## config.mk

```make
export PLATFORM = sky130hd
export DESIGN_NAME = ifu
export DESIGN_NICKNAME = d
export VERILOG_FILES = /design/src/hdl/ifuPkg.sv /design/src/hdl/pcLogic.sv /design/src/hdl/decompress.sv /design/src/hdl/decodeStage.sv /design/src/hdl/execMemPipe.sv /design/src/hdl/ifu.sv
export SDC_FILE = /design/constraint.sdc
export NUM_CORES = 1
export LEC_CHECK = 0
export BUFFER_PORTS_ARGS = -buffer_cell sky130_fd_sc_hd__buf_2
export CAP_MARGIN = 20
export CORE_AREA = 4 4 199 201
export DETAILED_ROUTE_END_ITERATION = 8
export DIE_AREA = 0 0 203 205
export PLACE_DENSITY = 0.71
export SETUP_SLACK_MARGIN = 0.15
export SLEW_MARGIN = 20
export SYNTH_ARGS = -nofsm -noshare
export SYNTH_HDL_FRONTEND = slang
export SYNTH_SLANG_ARGS = --single-unit
```

## constraint.sdc

```tcl
create_clock -name clk -period 5.6 [get_ports clk]
set_input_delay 1.12 -clock clk [delete_from_list [all_inputs] [get_ports clk]]
set_output_delay 1.12 -clock clk [all_outputs]
set_load 0.01 [all_outputs]
```

## src/hdl/ifuPkg.sv

```systemverilog
package ifuPkg;

  ////////////////////////////////////////
  // widths and constants
  ////////////////////////////////////////

  // data and address width of the core
  localparam int XLEN = 32;

  // addi x0,x0,0, loaded into a stage on a bubble
  localparam logic [31:0] NOP = 32'h0000_0013;

  // major opcodes of the base ISA
  localparam logic [6:0] OP_BRANCH = 7'b1100011;
  localparam logic [6:0] OP_JAL    = 7'b1101111;
  localparam logic [6:0] OP_JALR   = 7'b1100111;
  localparam logic [6:0] OP_LUI    = 7'b0110111;
  localparam logic [6:0] OP_OPIMM  = 7'b0010011;
  localparam logic [6:0] OP_OP     = 7'b0110011;
  localparam logic [6:0] OP_LOAD   = 7'b0000011;
  localparam logic [6:0] OP_STORE  = 7'b0100011;

  ////////////////////////////////////////
  // instruction word
  ////////////////////////////////////////

  // standard R-type field layout, other formats overlay it
  typedef struct packed {
    logic [6:0] funct7;
    logic [4:0] rs2;
    logic [4:0] rs1;
    logic [2:0] funct3;
    logic [4:0] rd;
    logic [6:0] opcode;
  } stdFieldsT;

  // two halfword parcels, lo is the one at the fetch address
  typedef struct packed {
    logic [15:0] hi;
    logic [15:0] lo;
  } parcelPairT;

  typedef union packed {
    stdFieldsT  std;
    parcelPairT comp;
  } instrWordU;

  // control-flow class, one hot or all zero
  typedef struct packed {
    logic call;
    logic ret;
    logic jumpReg;
    logic jump;
    logic branch;
  } instrClassT;

  ////////////////////////////////////////
  // stage and memory port bundles
  ////////////////////////////////////////

  typedef struct packed {
    logic            valid;
    logic [XLEN-1:0] pc;
    logic [XLEN-1:0] pcLink;
    instrWordU       instr;
    instrClassT      cls;
  } stageT;

  typedef struct packed {
    logic [XLEN-1:0] addr;
  } imemReqT;

  typedef struct packed {
    instrWordU data;
  } imemRspT;

endpackage

```

## src/hdl/pcLogic.sv

```systemverilog
module pcLogic #(
  parameter logic [ifuPkg::XLEN-1:0] resetVector = '0
) (
  input  logic                    clk,
  input  logic                    rst,
  input  logic                    stallF,
  input  logic                    predWrongE,
  input  logic [ifuPkg::XLEN-1:0] pcCorrectE,
  input  logic                    retM,
  input  logic                    trapM,
  input  logic [ifuPkg::XLEN-1:0] privNextPcM,
  input  logic                    imemReady,
  input  ifuPkg::imemRspT         imemRsp,
  output logic                    imemValid,
  output ifuPkg::imemReqT         imemReq,
  output logic                    fetchDone,
  output logic                    redirect,
  output logic [ifuPkg::XLEN-1:0] pcF,
  output logic [ifuPkg::XLEN-1:0] pcPlus
);
  import ifuPkg::*;

  logic            rstQ;
  logic            privChange;
  logic            compF;
  logic            pcEn;
  logic [XLEN-1:0] pcNextRaw;
  logic [XLEN-1:0] pcNext;

  // delayed reset, holds the reset vector one more cycle
  always_ff @(posedge clk) begin
    rstQ <= rst;
  end

  // no requests during reset or the cycle after
  assign imemValid = ~rst & ~rstQ;
  assign imemReq   = '{addr: pcF};

  // a fetch only counts when F is free to move on
  // otherwise D would see the same word twice
  assign fetchDone = imemValid & imemReady & ~stallF;

  ////////////////////////////////////////
  // sequential address
  ////////////////////////////////////////

  // low parcel not ending in 11 means a 16-bit instruction
  assign compF  = imemRsp.data.comp.lo[1:0] != 2'b11;
  // +2 or +4
  assign pcPlus = pcF + {{(XLEN-3){1'b0}}, ~compF, compF, 1'b0};

  ////////////////////////////////////////
  // next PC select
  ////////////////////////////////////////

  assign privChange = retM | trapM;
  assign redirect   = predWrongE | privChange;

  // lowest to highest: sequential, execute, privileged, reset
  always_comb begin
    if (rstQ) begin
      pcNextRaw = resetVector;
    end else if (privChange) begin
      pcNextRaw = privNextPcM;
    end else if (predWrongE) begin
      pcNextRaw = pcCorrectE;
    end else begin
      pcNextRaw = pcPlus;
    end
  end

  // halfword alignment, bit 0 never reaches the PC
  assign pcNext = {pcNextRaw[XLEN-1:1], 1'b0};

  // redirect wins over stallF and an unfinished fetch
  assign pcEn = redirect | fetchDone | (~stallF & ~imemValid);

  always_ff @(posedge clk) begin
    if (rst) begin
      pcF <= resetVector;
    end else if (pcEn) begin
      pcF <= pcNext;
    end
  end

endmodule

```

## src/hdl/decompress.sv

```systemverilog
module decompress (
  input  logic [15:0]       parcel,
  output ifuPkg::instrWordU expanded,
  output logic              illegal
);
  import ifuPkg::*;

  logic [4:0]  rdFull;
  logic [4:0]  rs2Full;
  logic [4:0]  rdRs2C;
  logic [4:0]  rs1C;
  logic [11:0] ciImm;
  logic [11:0] memImm;
  logic [19:0] jImm;

  // full register fields of the CI/CR formats
  assign rdFull  = parcel[11:7];
  assign rs2Full = parcel[6:2];

  // three-bit fields map onto x8..x15
  // bits 4:2 are rd' for c.lw and rs2' for c.sw
  assign rdRs2C = {2'b01, parcel[4:2]};
  assign rs1C   = {2'b01, parcel[9:7]};

  ////////////////////////////////////////
  // immediates
  ////////////////////////////////////////

  // signed 6-bit immediate of c.addi and c.li
  assign ciImm  = {{7{parcel[12]}}, parcel[6:2]};
  // word offset of c.lw and c.sw, zero extended
  assign memImm = {5'b0, parcel[5], parcel[12:10], parcel[6], 2'b00};
  // c.j / c.jal offset already in jal bit order
  // imm[20], imm[10:1], imm[11], imm[19:12]
  assign jImm   = {parcel[12], parcel[8], parcel[10:9], parcel[6], parcel[7],
                   parcel[2], parcel[11], parcel[5:3], {9{parcel[12]}}};

  ////////////////////////////////////////
  // expansion by funct3 and quadrant
  ////////////////////////////////////////

  always_comb begin
    expanded = NOP;
    illegal  = 1'b0;
    case ({parcel[15:13], parcel[1:0]})
      // c.lw
      5'b010_00: expanded = {memImm, rs1C, 3'b010, rdRs2C, OP_LOAD};
      // c.sw
      5'b110_00: expanded = {memImm[11:5], rdRs2C, rs1C, 3'b010, memImm[4:0], OP_STORE};
      // c.addi, c.nop falls out as addi x0,x0,0
      5'b000_01: expanded = {ciImm, rdFull, 3'b000, rdFull, OP_OPIMM};
      // c.jal links to x1
      5'b001_01: expanded = {jImm, 5'd1, OP_JAL};
      // c.li
      5'b010_01: expanded = {ciImm, 5'd0, 3'b000, rdFull, OP_OPIMM};
      5'b011_01: begin
        // rd of 2 is c.addi16sp, zero immediate is reserved
        if (rdFull == 5'd2 || {parcel[12], parcel[6:2]} == 6'd0) begin
          illegal = 1'b1;
        end else begin
          expanded = {{15{parcel[12]}}, parcel[6:2], rdFull, OP_LUI};
        end
      end
      // c.j
      5'b101_01: expanded = {jImm, 5'd0, OP_JAL};
      // c.beqz / c.bnez, bit 13 picks beq or bne
      5'b110_01, 5'b111_01: begin
        expanded = {{4{parcel[12]}}, parcel[6:5], parcel[2], 5'd0, rs1C, 2'b00,
                    parcel[13], parcel[11:10], parcel[4:3], parcel[12], OP_BRANCH};
      end
      5'b100_10: begin
        if (rs2Full != 5'd0) begin
          // c.add when bit 12 is set, else c.mv with rs1 = x0
          expanded = {7'd0, rs2Full, parcel[12] ? rdFull : 5'd0, 3'b000, rdFull, OP_OP};
        end else if (rdFull == 5'd0) begin
          // c.ebreak or the reserved c.jr x0
          illegal = 1'b1;
        end else begin
          // c.jalr links to x1, c.jr discards the link
          expanded = {12'd0, rdFull, 3'b000, parcel[12] ? 5'd1 : 5'd0, OP_JALR};
        end
      end
      default: illegal = 1'b1;
    endcase
  end

endmodule

```

## src/hdl/decodeStage.sv

```systemverilog
module decodeStage #(
  parameter logic [ifuPkg::XLEN-1:0] resetVector = '0
) (
  input  logic                    clk,
  input  logic                    rst,
  input  logic                    stallD,
  input  logic                    flushD,
  input  logic                    fetchDone,
  input  logic                    redirect,
  input  logic [ifuPkg::XLEN-1:0] pcF,
  input  logic [ifuPkg::XLEN-1:0] pcPlus,
  input  ifuPkg::imemRspT         imemRsp,
  output ifuPkg::stageT           stageD,
  output logic                    illegalCompD
);
  import ifuPkg::*;

  logic            compF;
  logic            illegalF;
  logic            take;
  instrWordU       expandedF;
  instrWordU       fetchWord;
  logic            validD;
  logic            illegalQ;
  logic [XLEN-1:0] pcD;
  logic [XLEN-1:0] pcLinkD;
  instrWordU       instrD;
  instrClassT      clsD;
  logic            isJal;
  logic            isJalr;
  logic            linkRd;
  logic            linkRs1;

  ////////////////////////////////////////
  // fetch side
  ////////////////////////////////////////

  assign compF = imemRsp.data.comp.lo[1:0] != 2'b11;

  decompress rvcExpand (
    .parcel  (imemRsp.data.comp.lo),
    .expanded(expandedF),
    .illegal (illegalF)
  );

  assign fetchWord = compF ? expandedF : imemRsp.data;

  // bubble on flush, empty fetch, or a PC redirect this cycle
  assign take = fetchDone & ~redirect & ~flushD;

  always_ff @(posedge clk) begin
    if (rst) begin
      validD   <= 1'b0;
      illegalQ <= 1'b0;
      instrD   <= NOP;
      pcD      <= resetVector;
      pcLinkD  <= resetVector;
    end else if (~stallD) begin
      validD   <= take;
      illegalQ <= compF & illegalF;
      instrD   <= take ? fetchWord : NOP;
      pcD      <= pcF;
      pcLinkD  <= pcPlus;
    end
  end

  // flag only meaningful alongside a live D entry
  assign illegalCompD = illegalQ & validD;

  ////////////////////////////////////////
  // control-flow class
  ////////////////////////////////////////

  assign isJal   = instrD.std.opcode == OP_JAL;
  assign isJalr  = instrD.std.opcode == OP_JALR;
  // x1 and x5 are the link registers
  assign linkRd  = (instrD.std.rd & 5'b11011) == 5'b00001;
  assign linkRs1 = (instrD.std.rs1 & 5'b11011) == 5'b00001;

  assign clsD.call    = (isJal | isJalr) & linkRd;
  assign clsD.ret     = isJalr & linkRs1 & ~linkRd;
  assign clsD.jumpReg = isJalr & ~linkRs1 & ~linkRd;
  assign clsD.jump    = isJal & ~linkRd;
  assign clsD.branch  = instrD.std.opcode == OP_BRANCH;

  always_comb begin
    stageD.valid  = validD;
    stageD.pc     = pcD;
    stageD.pcLink = pcLinkD;
    stageD.instr  = instrD;
    stageD.cls    = clsD;
  end

endmodule

```

## src/hdl/execMemPipe.sv

```systemverilog
module execMemPipe (
  input  logic                    clk,
  input  logic                    rst,
  input  logic                    stallE,
  input  logic                    stallM,
  input  logic                    flushE,
  input  logic                    flushM,
  input  ifuPkg::stageT           stageD,
  input  logic                    pcSrcE,
  input  logic [ifuPkg::XLEN-1:0] pcTargetE,
  output ifuPkg::stageT           stageE,
  output ifuPkg::stageT           stageM,
  output logic [ifuPkg::XLEN-1:0] pcCorrectE,
  output logic                    predWrongE,
  output logic                    instrMisalignedFaultM,
  output logic [ifuPkg::XLEN-1:0] instrMisalignedAdrM
);
  import ifuPkg::*;

  stageT [1:0] stageIn;
  logic  [1:0] stallV;
  logic  [1:0] flushV;
  logic        faultE;

  // empty slot, addresses kept for debug visibility
  function automatic stageT bubble(stageT s);
    stageT b;
    b       = s;
    b.valid = 1'b0;
    b.instr = NOP;
    b.cls   = '0;
    return b;
  endfunction

  ////////////////////////////////////////
  // E and M stage registers
  ////////////////////////////////////////

  // slot 0 is E, slot 1 is M
  assign stageIn = {stageE, stageD};
  assign stallV  = {stallM, stallE};
  assign flushV  = {flushM, flushE};

  for (genvar i = 0; i < 2; i++) begin : gStage
    stageT q;
    always_ff @(posedge clk) begin
      if (rst) begin
        q.valid <= 1'b0;
        q.instr <= NOP;
        q.cls   <= '0;
      end else if (~stallV[i]) begin
        q <= flushV[i] ? bubble(stageIn[i]) : stageIn[i];
      end
    end
  end

  assign stageE = gStage[0].q;
  assign stageM = gStage[1].q;

  // no predictor, so every fetch guessed not-taken
  assign predWrongE = pcSrcE;
  assign pcCorrectE = pcSrcE ? pcTargetE : stageE.pcLink;

  // taken redirect to an odd halfword
  assign faultE = pcSrcE & pcTargetE[0];

  always_ff @(posedge clk) begin
    if (rst) begin
      instrMisalignedFaultM <= 1'b0;
    end else if (~stallM) begin
      instrMisalignedFaultM <= faultE;
    end
  end

  // raw target, bit 0 still set
  always_ff @(posedge clk) begin
    if (~stallM) begin
      instrMisalignedAdrM <= pcTargetE;
    end
  end

endmodule

```

## src/hdl/ifu.sv

```systemverilog
module ifu #(
  parameter logic [ifuPkg::XLEN-1:0] resetVector = 32'h8000_0000
) (
  input  logic                    clk,
  input  logic                    rst,
  // hazard controls
  input  logic                    stallF,
  input  logic                    stallD,
  input  logic                    stallE,
  input  logic                    stallM,
  input  logic                    flushD,
  input  logic                    flushE,
  input  logic                    flushM,
  // execute redirect
  input  logic                    pcSrcE,
  input  logic [ifuPkg::XLEN-1:0] pcTargetE,
  // privileged redirect
  input  logic                    retM,
  input  logic                    trapM,
  input  logic [ifuPkg::XLEN-1:0] privNextPcM,
  // instruction memory
  output logic                    imemValid,
  output ifuPkg::imemReqT         imemReq,
  input  logic                    imemReady,
  input  ifuPkg::imemRspT         imemRsp,
  // pipeline view
  output logic [ifuPkg::XLEN-1:0] pcF,
  output ifuPkg::stageT           stageD,
  output ifuPkg::stageT           stageE,
  output ifuPkg::stageT           stageM,
  output logic                    predWrongE,
  output logic                    illegalCompD,
  output logic                    instrMisalignedFaultM,
  output logic [ifuPkg::XLEN-1:0] instrMisalignedAdrM
);
  import ifuPkg::*;

  logic [XLEN-1:0] pcCorrectE;
  logic [XLEN-1:0] pcPlus;
  logic            fetchDone;
  logic            redirect;

  ////////////////////////////////////////
  // fetch, decode, execute and memory
  ////////////////////////////////////////

  pcLogic #(.resetVector(resetVector)) fetchPc (
    .clk        (clk),
    .rst        (rst),
    .stallF     (stallF),
    .predWrongE (predWrongE),
    .pcCorrectE (pcCorrectE),
    .retM       (retM),
    .trapM      (trapM),
    .privNextPcM(privNextPcM),
    .imemReady  (imemReady),
    .imemRsp    (imemRsp),
    .imemValid  (imemValid),
    .imemReq    (imemReq),
    .fetchDone  (fetchDone),
    .redirect   (redirect),
    .pcF        (pcF),
    .pcPlus     (pcPlus)
  );

  decodeStage #(.resetVector(resetVector)) decStage (
    .clk         (clk),
    .rst         (rst),
    .stallD      (stallD),
    .flushD      (flushD),
    .fetchDone   (fetchDone),
    .redirect    (redirect),
    .pcF         (pcF),
    .pcPlus      (pcPlus),
    .imemRsp     (imemRsp),
    .stageD      (stageD),
    .illegalCompD(illegalCompD)
  );

  // correction and misaligned fault live with the E/M registers
  execMemPipe execMem (
    .clk                  (clk),
    .rst                  (rst),
    .stallE               (stallE),
    .stallM               (stallM),
    .flushE               (flushE),
    .flushM               (flushM),
    .stageD               (stageD),
    .pcSrcE               (pcSrcE),
    .pcTargetE            (pcTargetE),
    .stageE               (stageE),
    .stageM               (stageM),
    .pcCorrectE           (pcCorrectE),
    .predWrongE           (predWrongE),
    .instrMisalignedFaultM(instrMisalignedFaultM),
    .instrMisalignedAdrM  (instrMisalignedAdrM)
  );

endmodule

```

==> metrics.md, run 1 <==
| Metric | Value |
|---|---|
| Outcome | completed |
| Post-Synth Simple-Gate Area | 0.166 |
| Clk_lat worst skew | roughly 0.55 ns |
| Nets | approximately 1,900 |
| Core Region | 37,600 um^2 |
| Multiplexer share of the synthesized area | 0.0327 |
| Num ports | 515 |
| Synth top area share | 0.318 |
| Endpoints failing setup | 0 |
| Static Leak | approximately 0.0080 uW |
| Post-CTS Hold Fix Bufs | 0 |
| Die Y | ~200 um |
| Final hold vios | 0 |
| Largest net degree at the start of global routing | 75 |
| DPL Wire Length | 38,900 um |
| Initial antenna violation count | 8 |
| Post-layout min period | ~3.7 ns |
| H-tree depth | 2 |
| Tcrit/Tclk final | 0.652 |
| Crit path arrival time | 4.08 ns |
| Peak Freq | about 270 MHz |
| Remaining antenna violation count | 0 |
| Most common cell in the netlist | dfxtp_1 |
| Slew HR | 0.295 |
| CTS-repair resized insts | 0 |
| Mapped Cells | approximately 1,400 |
| HP Class | flop to flop |
| Startpoint Class | input pin |
| Main synth FF type | dfxtp_1 |
| WL final | approximately 53,000 um |
| Max-cap violations | 0 |
| Post-synth EDFFs | approximately 160 |
| CP Capture Type | flop |
| Post-synthesis compound-gate area fraction | 0.132 |
| XOR/XNOR Fraction of Synth Area | 0.0149 |
| Synth top cells by count | dfxtp_1 (205), nor2_1 (161), edfxtp_1 (156), a21oi_1 (107), nand2_1 (90) |
| Max clock buf depth | 3 |
| Unique cell type count in the Yosys netlist | just under 90 |
| Final Worst Setup Slack | ~2 ns |
| Slew @ Worst Pin | between 1 and 1.5 ns |
| Tot Pwr | 5890 uW |
| First-pass GRT wire length | 77,000 um |
| RePlAce Congestion | around 0.87 |
| CTS root buf | clkbuf_16 |
| Placed cell count | between 2,000 and 2,500 |
| CTS clk-pin slew, worst paths | approximately 0.060 ns |
| Starting DRT DRC Count | just over 900 |
| Pre-CTS WS | 1.47 ns |
| # DRC | 0 |
| CP required | a little over 6 ns |
| Unrepaired setup endpoints after global routing | false |
| Synth area leader | edfxtp_1 |
| Die X | about 200 um |
| Clock Skews | between 0.02 and 0.025 ns |
| CTS sink cnt | 361 |
| Pwr Density | 316 nW/um^2 |
| Vias in the first global route | 12,219 |
| Syn Area/Cell | 10.7 um^2 |
| GRT Total Usage | 0.241 |
| Seq cells post-synth | between 300 and 400 |
| Async SR Flop Fraction | 0 |
| Kind of critical path | input pin to flop |
| Post-Layout Cell Count | approximately 2,300 |
| GRT overflow | 0 |
| Synthesized-area fraction occupied by adder cells | 0.00305 |
| DR pass1 iterations | 5 |
| Drt wl/cell | 22.6 um |
| Sequential element share of the synthesized area | 0.596 |
| Via density | 5.40 |
| Slew Limit Fails | 0 |
| CTS buffer count | 39 |
| IO buf count | 505 |
| Synth warn | 0 |
| # Post-CTS Setup Buffers | 0 |
| Worst Path Max Fanout | 26 |
| Row cnt | 71 |
| Share of cells above drive strength 1 | 0.334 |
| DIE AREA | about 42,000 um^2 |
| Detailed-route via count | roughly 13,000 |
| CTS tree | built |
| Largest family of logic cells by synthesized area | simple AND/OR/NAND/NOR gates |
| Area Overhead vs Synth | 26.4% |
| Mapped cell area | around 15,000 um^2 |
| Post-route setup TNS | 0 ns |
| Initial core utilization | 0.392 |
| Synth area leaders | edfxtp_1 (32%), dfxtp_1 (28%), nor2_1 (4.1%) |
| VDD IR max | roughly 0.25 mV |
==> report_power, final <==
| group | internal [uW] | leakage [uW] | total (uW) | switching (uW) |
|---|---|---|---|---|
| Combinational | 161 | 0.00417 | 472 | 311 |
| Clock | 1470 | 0.000608 | 2520 | 1050 |
| Sequential | 2830 | 0.00317 | 2900 | 69.8 |
==> cell families after synthesis <==
family,after synthesis
simple gates,463
mux,48
xor+xnor,25
other cells,1
fa+ha+maj,3
compound gates,303
flops,361
buf+inv,169
==> per-layer routing <==
| metal | global-route usage | vias up | wire (um) |
|---|---|---|---|
| li1 | - | 5816 | - |
| met1 | 0.284 | 6083 | 19700 |
| met2 | 0.408 | 646 | 25800 |
| met3 | 0.0807 | 97 | 5520 |
| met4 | 0.0931 | 0 | 1880 |
| met5 | 0 | - | 0 |
==> metrics by stage <==
| stage | util | area [um^2] | hold WS, ns |
|---|---|---|---|
| 2_1_floorplan | - | 14800 | 0.436 |
| 3_3_place_gp | 0.462 | 17400 | 0.426 |
| 3_5_place_dp | 0.462 | 17400 | 0.428 |
| 4_1_cts | 0.495 | 18600 | 0.441 |
| 5_1_grt | 0.496 | 18600 | 0.452 |
| 6_report | 0.496 | 18600 | 0.441 |
==> flip-flops by register name, summed over array words and instances, names as in the netlist <==
name                           flops
execMem.stageE                   100
execMem.stageM                   100
decStage.pcLinkD                  31
decStage.validD                    1
decStage.instrD                   32
execMem.instrMisalignedAdrM       32
fetchPc.imemReq                   31
execMem.instrMisalignedFaultM      1
decStage.illegalQ                  1
fetchPc.rstQ                       1
decStage.pcD                      31
==> critical path, stage by stage <==
cell	delay (ns)
buf_2	0.34
nand2_1	0.36
inv_1	0.24
fa_1	0.37
nand4_1	0.13
buf_4	0.20
or3_1	0.47
nor4_2	0.36
o21ai_0	0.15
a211o_1	0.32
==> cell type report <==
| class | count | area [um^2] |
|---|---|---|
| fillers | 3420 | 18900 |
| flip-flops and latches | 361 | 8790 |
| multi-input cells | 850 | 5190 |
| repair buffers | 522 | 2660 |
| clock buffers | 55 | 1100 |
| well taps | 511 | 639 |
| clock inverters | 16 | 155 |
| inverters | 21 | 78.8 |
| diodes | 7 | 17.5 |
==> worst paths after layout <==
path,startpoint,end,slack (ns),cells after the start
worst max-delay path,imemRsp[1],fetchPc.imemReq[25],1.95,10
worst min-delay path,execMem.stageE[38],execMem.stageM[38],0.44,0
worst max register to register,fetchPc.rstQ,decStage.instrD[23],2.81,5
worst min register to register,execMem.stageE[38],execMem.stageM[38],0.44,0
==> placed cells by master, fill, tap and decap left out, types with 9 or more instances in the layout <==
cell       instances
dfxtp_1          205
nor4_1            13
o21ai_0           66
nor3b_1           64
nand4_1           12
a211oi_1          20
buf_2            503
edfxtp_1         156
a22oi_1           13
xnor2_1           19
nand2_1           90
mux2i_1           47
nor2_1           158
or3_1              9
clkbuf_16         40
inv_1             19
a21oi_1          107
nor3_1            17
buf_4             19
nand3_1           32
clkbuf_1          11
No activity file was read; power rests on OpenSTA's default activity.
==> inputs of run 2 (changes only) <==
Settings changed: ABC_AREA set to 1, CORE_AREA 4 4 199 201 to 4 4 201 203, DIE_AREA 0 0 203 205 to 0 0 205 207.
Clock period 5.6 ns to 2.96 ns, I/O delays scaled along.
==> run 2 against run 1 <==
Critical path depth decreased by 5. Largest power group unchanged. Global-route usage up 0.21 points. Clock skew is 0.0031 ns lower. Clock power is 100% higher. Sequential share of layout area fell by 0.088 points. Synthesized cell count up 17%. First-iteration DRC count is 21% higher. Routed wire length rose by 3.1%. Die area increased by 2.0%. Hold slack worse by 0.21 ns. Cell area grew 0.19%.
==> metrics.md, run 2 <==
| Metric | Value |
|---|---|
| Mapped cell area | 14,400 um^2 (-2.4%) |
| Register Area | 8790 um^2 (unchanged) |
| Share of cells above drive strength 1 | 0.302 (-0.0318) |
| Worst r2r src | fetchPc.imemReq[2] |
| DR pass1 iterations | 5 (unchanged) |
| First-pass GRT wire length | 79,000 um (+2.6%) |
| Main synth FF type | dfxtp_1 |
| CTS sink cnt | 361 (unchanged) |
| Clock Skews | 0.0193 ns (-0.00307 ns) |
| Startpoint Class | flop |
| HP Class | input pin to flop |
| DIE AREA | 42,400 um^2 (+2.0%) |
| GRT Total Usage | 0.243 (+0.00213) |
| Synth warn | 0 (unchanged) |
| Via density | 5.03 (-6.9%) |
| Detailed-route via count | 13,246 (+4.8%) |
| Sequential element share of the synthesized area | 0.611 (+0.0146) |
| Unrepaired setup endpoints after global routing | false |
| Nets | 2,194 (+15%) |
| Remaining antenna violation count | 0 (unchanged) |
| Hold path cells | 1 (+1) |
| FF-to-FF path depth | 11 (+6) |
| Vias in the first global route | 12,347 (+1.0%) |
| Initial antenna violation count | 15 (+7) |
| Worst Path Max Fanout | 4 (-85%) |
| Initial core utilization | 0.374 (-0.0182) |
| # Post-CTS Setup Buffers | 0 (unchanged) |
| Filler instances | 3,672 (+7.4%) |
| Seq cells post-synth | 361 (unchanged) |
| CTS tree | built |
| Largest net degree at the start of global routing | 73 (-2.7%) |
| Peak Freq | 404 MHz |
| Slew Limit Fails | 0 (unchanged) |
| Synth area leaders | edfxtp_1 (33%), dfxtp_1 (29%), nand2_1 (15%) |
| Die X | 205 um (+0.99%) |
| Synth top cells by count | nand2_1 (563), dfxtp_1 (205), edfxtp_1 (156), nor2_1 (121), a21oi_1 (117) |
| Kind of critical path | flop to output port |
| GRT overflow | 0 (unchanged) |
| Placed Area | 17,300 um^2 (-0.34%) |
| Post-CTS Hold Fix Bufs | 0 (unchanged) |
| CTS clk-pin slew, worst paths | 0.06 ns (about the same) |
| CTS-repair resized insts | 0 (unchanged) |
| Clk_lat worst skew | 0.56 ns (about the same) |
| Async SR Flop Fraction | 0 (unchanged) |
| Post-synth EDFFs | 156 (unchanged) |
| Outcome | completed |
| CP required | 2.37 ns (-3.66 ns) |
| Mapped Cells | 1,607 (+17%) |
| Die Y | 207 um (+0.98%) |
| Synth area leader | edfxtp_1 |
| Post-route setup TNS | 0 ns (unchanged) |
| Crit path arrival time | 1.88 ns (-2.20 ns) |
| Min-delay src | pcTargetE[27] |
| Core Region | 38,500 um^2 (+2.4%) |
| Leading cell type in the layout, fill and taps excluded | nand2_1 |
| Unique cell type count in the Yosys netlist | 44 (-49%) |
| CTS root buf | clkbuf_16 |
| Max-cap violations | 0 (unchanged) |
| Tot Pwr | 11,500 uW (+95%) |
| Design Area, Final | 18,700 um^2 (+0.19%) |
| Area Overhead vs Synth | 29.7% |
| CP Capture Type | output port |
| CTS buffer count | 40 (+2.6%) |
| R2R Setup Slk | 0.81 ns (-2.00 ns) |
| Num ports | 515 (unchanged) |
| Hold slack | 0.236 ns (-0.205 ns) |
| Final hold vios | 0 (unchanged) |
| Slew @ Worst Pin | 0.775 ns (-0.278 ns) |
| Reg-to-Reg End | fetchPc.imemReq[26] |
| Syn Area/Cell | 8.96 um^2 (-17%) |
| VDD IR max | 0.497 mV (+100%) |
| Post-layout min period | 2.47 ns |
| WL final | 54,600 um (+3.1%) |
| IO buf count | 505 (unchanged) |
| H-tree depth | 2 (unchanged) |
| Most common cell in the netlist | nand2_1 |
| Area of the multi-input gates | 4740 um^2 (-8.8%) |
| Max clock buf depth | 3 (unchanged) |
| Hold Path Sink | execMem.instrMisalignedAdrM[27] |
| Drt wl/cell | 20.7 um (-8.3%) |
| Pwr Density | 615 nW/um^2 (+94%) |
| Most frequent cells in the layout | nand2_1 (563), buf_2 (504), dfxtp_1 (205) |
| Endpoints failing setup | 0 (unchanged) |
| RePlAce Congestion | 0.946 (+8.1%) |
| Tcrit/Tclk final | 0.836 |
| Starting DRT DRC Count | 1,110 (+21%) |
| Slew HR | 0.483 (+0.188) |
| Row cnt | 72 (+1.4%) |
| # DRC | 0 (unchanged) |
| Static Leak | 0.00831 uW (+4.4%) |
| DPL Wire Length | 42,200 um (+8.4%) |
| Synth top area share | 0.325 (+0.00776) |
-- run 2: changes by cell type after synthesis, moves of 15 or more --
cell | previous run | this run
a211oi_1 | 20 | 0
nor2_1 | 161 | 121
nand3_1 | 32 | 54
clkbuf_1 | 83 | 50
mux2i_1 | 47 | 0
xnor2_1 | 19 | 0
inv_1 | 20 | 77
nand2_1 | 90 | 563
nor3b_1 | 64 | 0
o21ai_0 | 66 | 81
-- run 2: final cells by class --
cell class / count / share of cell area
sequential: 361 / 0.471
tap: 518 / 0.0347
clock inverter: 23 / 0.0157
inverter: 91 / 0.0183
antenna: 5 / 0.000670
clock buffer: 50 / 0.0567
timing repair buffer: 534 / 0.149
multi-input combinational: 1054 / 0.254
-- run 2: where the power goes --
part / switching (uW) / internal (uW) / total (uW)
registers: 120 / 5350 / 5470
clock network: 2090 / 3020 / 5110
logic: 605 / 289 / 894
total: 2810 / 8660 / 11500
-- run 2: worst max-delay path by stage --
stage | depth (start not counted) | slack (ns) | endpoint | from
global route | 4 | 0.31 | stageD[4] | decStage.instrD[7]
finish | 5 | 0.49 | stageD[0] | decStage.instrD[5]
detailed placement | 14 | 0.12 | fetchPc.imemReq[26] | imemRsp[1]
global placement | 14 | 0.19 | fetchPc.imemReq[14] | imemRsp[1]
floorplan | 14 | 0.43 | fetchPc.imemReq[13] | imemRsp[1]
CTS | 5 | 0.47 | stageD[0] | decStage.instrD[5]
-- run 2: kinds of logic after synthesis --
| logic type | count (synthesis) | synth area share |
|---|---|---|
| simple gates | 782 | 0.221 |
| flops | 361 | 0.611 |
| compound gates | 251 | 0.0947 |
| buf+inv | 199 | 0.0641 |
| xor+xnor | 10 | 0.00609 |
| fa+ha+maj | 3 | 0.00313 |
| other cells | 1 | 0.000261 |
-- run 2: stage by stage --
step	std cells	setup WS, ns	utilization
6_report	2636	0.486	0.485
5_1_grt	2635	0.305	0.485
4_1_cts	2631	0.470	0.485
3_5_place_dp	2558	0.119	0.450
3_3_place_gp	2558	0.194	0.450
2_1_floorplan	1614	0.425	-
-- run 2: critical path: stages (launching register included) --
cell and delay (ns):
dfxtp_1 0.37, inv_1 0.07, nor2_1 0.10, nand2_1 0.11, nor4_1 0.42, buf_2 0.25
-- run 2: layer usage --
layer,share of wire,track usage,vias up
met5,0.0016,0,-
met4,0.023,0.0663,14
met3,0.084,0.0593,95
met2,0.48,0.406,588
met1,0.41,0.315,6341
li1,-,-,6208
